$ cat src/logic/frontend_defs.svh
// front-end constants; the field positions assume the fixed 32-bit instruction format
`ifndef FRONTEND_DEFS_SVH
`define FRONTEND_DEFS_SVH

// ==================================================
// fetch
// ==================================================
// boot address
`define FRONTEND_RESET_PC 32'h1C00_0000
`define FRONTEND_PC_STEP 32'd4

// instruction buffer, a power of two of 4 or more
`define FRONTEND_IBUF_DEPTH 8

// ==================================================
// instruction word fields
// ==================================================
`define FRONTEND_OP_MSB 31
`define FRONTEND_OP_LSB 26

// register fields are 5 bits wide
`define FRONTEND_RD_LSB 0
`define FRONTEND_RS1_LSB 5

`endif
$ cat src/logic/fetch_pkg.sv
// fetch-side types; addresses and instruction words are fixed at 32 bits
`default_nettype none

package fetch_pkg;

  // byte address of an instruction
  typedef logic [31:0] pc_t;

  // raw instruction word
  typedef logic [31:0] instr_t;

  // one buffered fetch result
  typedef struct packed {
    pc_t    pc;
    instr_t instr;
  } fetch_entry_t;

endpackage : fetch_pkg

`default_nettype wire

$ cat src/logic/decode_pkg.sv
// decode-side types; only four opcodes are known, every other opcode decodes as invalid
`default_nettype none

package decode_pkg;

  typedef enum logic [2:0] {
    OP_ALU     = 3'd0,
    OP_ALUI    = 3'd1,
    OP_LOAD    = 3'd2,
    OP_BRANCH  = 3'd3,
    OP_INVALID = 3'd4
  } op_class_t;

  // immediate layout inside the instruction word
  typedef enum logic [1:0] {
    IMM_NONE   = 2'd0,
    IMM_SI12   = 2'd1,
    IMM_OFFS16 = 2'd2
  } imm_kind_t;

  // architectural register number
  typedef logic [4:0] reg_idx_t;

  // one decoded instruction, immediate already extended
  typedef struct packed {
    fetch_pkg::pc_t pc;
    op_class_t      op;
    reg_idx_t       rd;
    reg_idx_t       rs1;
    logic [31:0]    imm;
  } decoded_t;

endpackage : decode_pkg

`default_nettype wire

$ cat src/logic/fetch_stream_if.sv
// fetch entry stream; the meaning of ready depends on the link, see the modules on each side
`timescale 1ns/10ps
`default_nettype none

interface fetch_stream_if import fetch_pkg::*; ();

  logic   valid;
  logic   ready;
  pc_t    pc;
  instr_t instr;

  modport producer (
    output valid,
    output pc,
    output instr,
    input  ready
  );

  modport consumer (
    input  valid,
    input  pc,
    input  instr,
    output ready
  );

endinterface : fetch_stream_if

`default_nettype wire

$ cat src/logic/fetch_frontend.sv
// single-issue front end; imem must return each word one edge after the request
`timescale 1ns/10ps
`default_nettype none

module fetch_frontend import fetch_pkg::*, decode_pkg::*; (
  input  wire logic   clk,
  input  wire logic   rst_n,
  // flush and restart
  input  wire logic   redirect_i,
  input  wire pc_t    redirect_pc_i,
  // instruction memory
  output logic        imem_req_o,
  output pc_t         imem_addr_o,
  input  wire instr_t imem_data_i,
  // decoded output
  output logic        dec_valid_o,
  input  wire logic   dec_ready_i,
  output pc_t         dec_pc_o,
  output op_class_t   dec_op_o,
  output reg_idx_t    dec_rd_o,
  output reg_idx_t    dec_rs1_o,
  output logic [31:0] dec_imm_o
);

  decoded_t dec_out;

  fetch_stream_if push_bus ();
  fetch_stream_if pop_bus ();

  // ==================================================
  // fetch, buffer, decode
  // ==================================================
  fetch_unit i_fetch_unit (
    .clk           (clk),
    .rst_n         (rst_n),
    .redirect_i    (redirect_i),
    .redirect_pc_i (redirect_pc_i),
    .imem_req_o    (imem_req_o),
    .imem_addr_o   (imem_addr_o),
    .imem_data_i   (imem_data_i),
    .push          (push_bus.producer)
  );

  instr_buffer i_instr_buffer (
    .clk        (clk),
    .rst_n      (rst_n),
    .redirect_i (redirect_i),
    .push       (push_bus.consumer),
    .pop        (pop_bus.producer)
  );

  decode_stage i_decode_stage (
    .clk         (clk),
    .rst_n       (rst_n),
    .redirect_i  (redirect_i),
    .pop         (pop_bus.consumer),
    .dec_valid_o (dec_valid_o),
    .dec_ready_i (dec_ready_i),
    .dec_out_o   (dec_out)
  );

  assign dec_pc_o  = dec_out.pc;
  assign dec_op_o  = dec_out.op;
  assign dec_rd_o  = dec_out.rd;
  assign dec_rs1_o = dec_out.rs1;
  assign dec_imm_o = dec_out.imm;

endmodule : fetch_frontend

`default_nettype wire

$ cat src/logic/decode_stage.sv
// one-entry decode register; the output holds while valid and not accepted
`timescale 1ns/10ps
`default_nettype none

`include "frontend_defs.svh"

module decode_stage import fetch_pkg::*, decode_pkg::*; (
  input  wire logic clk,
  input  wire logic rst_n,
  input  wire logic redirect_i,
  fetch_stream_if.consumer pop,
  output logic      dec_valid_o,
  input  wire logic dec_ready_i,
  output decoded_t  dec_out_o
);

  logic [`FRONTEND_OP_MSB-`FRONTEND_OP_LSB:0] op_field;

  op_class_t   op;
  imm_kind_t   kind;
  logic [31:0] imm;
  decoded_t    dec_next;
  decoded_t    out_q;
  logic        out_valid_q;
  logic        take;
  logic        fire;

  // ==================================================
  // pop control
  // ==================================================
  assign take     = ~out_valid_q | dec_ready_i;
  assign pop.ready = take & ~redirect_i;
  assign fire     = pop.valid & pop.ready;

  // ==================================================
  // decode
  // ==================================================
  assign op_field = pop.instr[`FRONTEND_OP_MSB:`FRONTEND_OP_LSB];

  always_comb begin
    case (op_field)
      6'd0:    begin op = OP_ALU;     kind = IMM_NONE;   end
      6'd1:    begin op = OP_ALUI;    kind = IMM_SI12;   end
      6'd2:    begin op = OP_LOAD;    kind = IMM_SI12;   end
      6'd3:    begin op = OP_BRANCH;  kind = IMM_OFFS16; end
      default: begin op = OP_INVALID; kind = IMM_NONE;   end
    endcase
  end

  always_comb begin
    case (kind)
      IMM_SI12:   imm = {{20{pop.instr[21]}}, pop.instr[21:10]};
      // word offset, scaled to bytes
      IMM_OFFS16: imm = {{14{pop.instr[25]}}, pop.instr[25:10], 2'b00};
      default:    imm = '0;
    endcase
  end

  assign dec_next = '{pc:  pop.pc,
                      op:  op,
                      rd:  pop.instr[`FRONTEND_RD_LSB +: $bits(reg_idx_t)],
                      rs1: pop.instr[`FRONTEND_RS1_LSB +: $bits(reg_idx_t)],
                      imm: imm};

  // ==================================================
  // output register
  // ==================================================
  always_ff @(posedge clk or negedge rst_n) begin
    if (!rst_n) begin
      out_valid_q <= 1'b0;
    end else if (redirect_i) begin
      out_valid_q <= 1'b0;
    end else if (take) begin
      out_valid_q <= fire;
    end
  end

  always_ff @(posedge clk) begin
    if (fire) begin
      out_q <= dec_next;
    end
  end

  assign dec_valid_o = out_valid_q;
  assign dec_out_o   = out_q;

endmodule : decode_stage

`default_nettype wire

$ cat src/logic/instr_buffer.sv
// single-port FIFO; push ready needs two free slots, so one fetch may be in flight
`timescale 1ns/10ps
`default_nettype none

`include "frontend_defs.svh"

module instr_buffer import fetch_pkg::*; #(
  parameter int DEPTH = `FRONTEND_IBUF_DEPTH
) (
  input  wire logic clk,
  input  wire logic rst_n,
  input  wire logic redirect_i,
  fetch_stream_if.consumer push,
  fetch_stream_if.producer pop
);

  localparam int PTR_W = $clog2(DEPTH);
  localparam logic [PTR_W:0] FREE_LIMIT = (PTR_W + 1)'(DEPTH - 2);

  fetch_entry_t mem [DEPTH];

  logic [PTR_W-1:0] wr_ptr;
  logic [PTR_W-1:0] rd_ptr;
  logic [PTR_W:0]   count;
  logic             do_push;
  logic             do_pop;

  // ==================================================
  // handshakes
  // ==================================================
  assign do_push = push.valid & ~redirect_i;
  assign do_pop  = pop.valid & pop.ready & ~redirect_i;

  assign push.ready = (count <= FREE_LIMIT);

  assign pop.valid = (count != '0);
  assign pop.pc    = mem[rd_ptr].pc;
  assign pop.instr = mem[rd_ptr].instr;

  // ==================================================
  // storage and pointers
  // ==================================================
  always_ff @(posedge clk) begin
    if (do_push) begin
      mem[wr_ptr] <= '{pc: push.pc, instr: push.instr};
    end
  end

  always_ff @(posedge clk or negedge rst_n) begin
    if (!rst_n) begin
      wr_ptr <= '0;
      rd_ptr <= '0;
      count  <= '0;
    end else if (redirect_i) begin
      // flush drops everything queued
      wr_ptr <= '0;
      rd_ptr <= '0;
      count  <= '0;
    end else begin
      if (do_push) begin
        wr_ptr <= wr_ptr + PTR_W'(1);
      end
      if (do_pop) begin
        rd_ptr <= rd_ptr + PTR_W'(1);
      end
      case ({do_push, do_pop})
        2'b10:   count <= count + (PTR_W + 1)'(1);
        2'b01:   count <= count - (PTR_W + 1)'(1);
        default: count <= count;
      endcase
    end
  end

endmodule : instr_buffer

`default_nettype wire

$ cat src/logic/fetch_unit.sv
// sequential fetch only; the instruction memory must answer every request on the next edge
`timescale 1ns/10ps
`default_nettype none

`include "frontend_defs.svh"

module fetch_unit import fetch_pkg::*; (
  input  wire logic   clk,
  input  wire logic   rst_n,
  input  wire logic   redirect_i,
  input  wire pc_t    redirect_pc_i,
  output logic        imem_req_o,
  output pc_t         imem_addr_o,
  input  wire instr_t imem_data_i,
  fetch_stream_if.producer push
);

  pc_t  pc_q;
  pc_t  pend_pc_q;
  logic pend_q;
  logic req;

  // buffer ready already leaves room for the word in flight
  // no request while held in reset
  assign req         = rst_n & push.ready & ~redirect_i;
  assign imem_req_o  = req;
  assign imem_addr_o = pc_q;

  always_ff @(posedge clk or negedge rst_n) begin
    if (!rst_n) begin
      pc_q   <= `FRONTEND_RESET_PC;
      pend_q <= 1'b0;
    end else if (redirect_i) begin
      pc_q   <= redirect_pc_i;
      pend_q <= 1'b0;
    end else begin
      pend_q <= req;
      if (req) begin
        pc_q <= pc_q + `FRONTEND_PC_STEP;
      end
    end
  end

  always_ff @(posedge clk) begin
    if (req) begin
      pend_pc_q <= pc_q;
    end
  end

  // returned word goes straight into the buffer
  assign push.valid = pend_q & ~redirect_i;
  assign push.pc    = pend_pc_q;
  assign push.instr = imem_data_i;

endmodule : fetch_unit

`default_nettype wire

$ cat config.mk
export PLATFORM = sky130hd
export DESIGN_NAME = fetch_frontend
export DESIGN_NICKNAME = d
export VERILOG_FILES = /design/src/logic/fetch_pkg.sv /design/src/logic/decode_pkg.sv /design/src/logic/fetch_stream_if.sv /design/src/logic/fetch_frontend.sv /design/src/logic/decode_stage.sv /design/src/logic/instr_buffer.sv /design/src/logic/fetch_unit.sv
export VERILOG_INCLUDE_DIRS = /design/src /design/src/logic
export SDC_FILE = /design/constraint.sdc
export NUM_CORES = 1
export LEC_CHECK = 0
export ABC_AREA = 1
export CELL_PAD_IN_SITES_DETAIL_PLACEMENT = 1
export CELL_PAD_IN_SITES_GLOBAL_PLACEMENT = 2
export CORE_MARGIN = 2
export CORE_UTILIZATION = 30
export DETAILED_ROUTE_END_ITERATION = 7
export DONT_BUFFER_PORTS = 1
export GPL_ROUTABILITY_DRIVEN = 0
export GPL_TIMING_DRIVEN = 0
export HOLD_SLACK_MARGIN = 0.05
export PLACE_DENSITY_LB_ADDON = 0.1
export SLEW_MARGIN = 20
export SYNTH_ARGS = -nofsm -noshare
export SYNTH_HDL_FRONTEND = slang
export SYNTH_SLANG_ARGS = --single-unit
$ cat constraint.sdc
create_clock -name clk -period 3.8 [get_ports clk]
set_clock_uncertainty 0.05 [all_clocks]
set_input_delay 0.76 -clock clk [delete_from_list [all_inputs] [get_ports clk]]
set_output_delay 0.76 -clock clk [all_outputs]
set_load 0.01 [all_outputs]
==> results.sh <==
export IMPL_core_um2=85000
export IMPL_gr_usage_all_layers_pct=18.2
export IMPL_p_int_mw=14.6
export IMPL_max_freq_mhz=294
export IMPL_cts_tree="built"
export IMPL_worst_path_max_fanout=10
export IMPL_pre_cts_ws_ns=0.0338
export IMPL_fin_crit_sh_pct=89.4
export IMPL_drive_gt1_share_pct=10.6
export IMPL_seq_area_frac_synth_pct=75.2
export IMPL_row_count=107
export IMPL_avgSynthCellArea_um2=12.9
export IMPL_maxSlewViolCount=0
export IMPL_synth_seq_cells=651
export IMPL_design_area_um2=30600
export IMPL_power_density_nw_per_um2=709
export IMPL_fin_ws_ns=0.404
export IMPL_cp_start_kind="flop"
export IMPL_syn_nets=2075
export IMPL_syn2layout_area_growth_pct=19.0
export IMPL_cts_made_buffers=78
export IMPL_drc=0
export IMPL_irDropWorstVdd_mv=0.356
export IMPL_hold_class="primary input to flop"
export IMPL_cts_setup_buffers=0
export IMPL_syn_area_um2=25700
export IMPL_cts_sinks=651
export IMPL_drtPass1Iterations=4
export IMPL_critical_path_arrival_ns=3.82
export IMPL_clk_path_buf_depth=3
export IMPL_path_class="flop to flop"
export IMPL_vias=16062
export IMPL_grt_pass1_vias=17194
export IMPL_grt_max_degree=47
export IMPL_detail_route_antenna_nets=0
export IMPL_die_area_um2=88000
export IMPL_cts_max_level=3
export IMPL_clock_latency_ns=0.62
export IMPL_dp_hpwl_um=54700
export IMPL_synthTopCellsByArea="edfxtp_1 71%, nor2_1 5.7%, o21ai_0 4.0%, dfrtp_1 4.0%, nand2_1 3.8%"
export IMPL_synth_top_area_share_pct=70.9
export IMPL_initial_core_util_pct=30.2
export IMPL_globalRouteOverflowTotal=0
export IMPL_p_sw_share_pct=32.5
export IMPL_slew_headroom_pct=29.9
export IMPL_p_leak_nw=10.4
export IMPL_p_clk_share_pct=35.0
export IMPL_io_pins=179
export IMPL_setup_viol=0
export IMPL_grt_pass1_wl_um=118000
export IMPL_placed_cell_area_um2=28000
export IMPL_outcome="completed"
export IMPL_ys_warn_count=0
export IMPL_clkSlewWorstSetupHoldPaths_ns=0.06
export IMPL_tightest_slew_ns=1.05
export IMPL_switchingPower_mw=7.05
export IMPL_drtIter0Drc=884
export IMPL_endpoint_kind="flop"
export IMPL_wire_per_inst_um=24.2
export IMPL_hold_viol_final=0
export IMPL_period_minus_slack_ns=3.40
export IMPL_dieWidth_um=297
export IMPL_cp_required_ns=4.23
export IMPL_die_y_um=297
export IMPL_maxCapViolCount=0
export IMPL_synthDistinctLibCells=42
export IMPL_rsz0062_at_grt="false"
export IMPL_wirelength_um=80400
export IMPL_grt_antenna_before_repair=1
export IMPL_root_buffer="clkbuf_16"
export IMPL_vias_per_cell=4.84
export IMPL_netlist_instances=2000
export IMPL_synth_area_leader_cell="edfxtp_1"
export IMPL_numPortBuffers=0
export IMPL_seq_power_share_pct=42.2
export IMPL_pwr_share_comb_pct=22.8
export IMPL_nets=2188
layout make-up:
cell class              instances  area [µm²]
diodes                          2        5.00
plain buffers                 114         687
clock buffers                 108        2160
clock inverters                34         437
fillers                      8950       54400
inverters                      69         262
multi-input cells            1166        5490
flip-flops and latches        651       19300
well taps                    1144        1430
repair buffers                 33         788
worst max-delay path, cell delays in order (launching register included):
cell and delay, ns:
dfrtp_1 0.41, inv_2 0.28, buf_2 0.40, o21ai_1 0.14, o22ai_1 0.19, nand2_1 0.07
o21ai_1 0.14, nand3_1 0.11, nand2_1 0.11, ha_1 0.24, inv_1 0.07, nand2_1 0.24
inv_1 0.45, nand3_1 0.22, nand2_1 0.11
logic make-up after synthesis:
kind of cell	after synthesis	synth area share, %
adder cells (fa/ha/maj)	7	0.341
flip-flops	651	75.2
AO/OA/AOI/OAI	380	8.32
XOR/XNOR	18	0.613
AND/OR/NAND/NOR	761	11.8
buffers and inverters	183	3.67
synth_stat cells, drive strengths merged:
cell and instances:
o21a 2, inv 66, a32oi 3, a31oi 48
clkbuf 47, nor2 394, o22ai 49, dfrtp 41
dfstp 3, o221ai 12, nand3b 2, nor3 21
edfxtp 607, xor2 15, ha 7, xnor2 3
o211ai 7, a32o 2, o31ai 1, nand4 7
nand2 264, buf 67, o21ai 235, o21bai 2
nand3 73, a21oi 16, clkinv 3, a22o 3
power groups by stage:
stage	clock, mW	sequential [mW]	combinational, mW
final	7.60	9.16	4.94
after CTS	7.84	9.19	5.12
after floorplan	0	9.13	3.01
after global routing	8.06	9.23	5.53
after detailed placement	0	9.33	5.08
after global placement	0	9.35	4.97
metrics by stage:
| step | setup TNS (ns) | util [%] | hold WS, ns | cells | power, mW |
|---|---|---|---|---|---|
| 2_1_floorplan | -317.35 | - | 0.414 | 2000 | 12.1 |
| 3_3_place_gp | -2099.92 | 31.9 | 0.417 | 3144 | 14.3 |
| 3_5_place_dp | 0 | 32.9 | 0.417 | 3175 | 14.4 |
| 4_1_cts | 0 | 36.0 | 0.126 | 3319 | 22.1 |
| 5_1_grt | 0 | 36.0 | 0.133 | 3321 | 22.8 |
| 6_report | 0 | 36.0 | 0.176 | 3321 | 21.7 |
flip-flops by register name, indices dropped and copies added, names as in the netlist:
name and count:
i_decode_stage.dec_out_o 63, i_decode_stage.dec_valid_o 1, i_fetch_unit.imem_addr_o 32, i_fetch_unit.pend_q 1, i_fetch_unit.push.pc 32, i_instr_buffer.count 4, i_instr_buffer.mem 512, i_instr_buffer.rd_ptr 3
i_instr_buffer.wr_ptr 3
timing repair:
item                                   in CTS  in global routing
setup endpoints to repair                   0                  8
resized for setup                           0                  3
hold buffers                                2                  0
endpoints found under the hold margin      44                  0
path summary, 6_finish.rpt:
check	slack (ns)	from	end	cells after the start
setup / recovery	0.40	i_instr_buffer.rd_ptr[1]$_DFFE_PN0P_	i_decode_stage.dec_out_o[14]$_DFFE_PN_	14
hold / removal	0.18	imem_data_i[3]	i_instr_buffer.mem[2][3]$_DFFE_PP_	0
min in group asynchronous	0.71	rst_n	i_fetch_unit.imem_addr_o[23]$_DFFE_PN0N_	2
max in group asynchronous	2.70	rst_n	i_fetch_unit.imem_addr_o[28]$_DFFE_PN1N_	2
hold reg to reg	0.49	i_fetch_unit.pend_q$_DFF_PN0_	i_instr_buffer.wr_ptr[2]$_DFFE_PN0P_	2
setup reg to reg	0.40	i_instr_buffer.rd_ptr[1]$_DFFE_PN0P_	i_decode_stage.dec_out_o[14]$_DFFE_PN_	14
routing by layer:
layer | vias up | share of wire (%) | global-route usage [%]
li1 | 7403 | - | -
met1 | 8187 | 43 | 22.9
met4 | 2 | 2.7 | 5.44
met2 | 343 | 49 | 31.2
met5 | - | 0.019 | 0
met3 | 127 | 4.9 | 4.02
placed cells by master, fill, tap and decap left out, types with 23 or more instances in the layout:
master,n
clkbuf_1,67
nand3_1,70
dfrtp_1,41
buf_4,23
inv_1,59
clkbuf_16,81
nand2_1,262
edfxtp_1,607
o22ai_1,49
o21ai_0,208
a31oi_1,48
o21ai_1,26
nor2_1,382
Power figures use the tool's default switching activity.
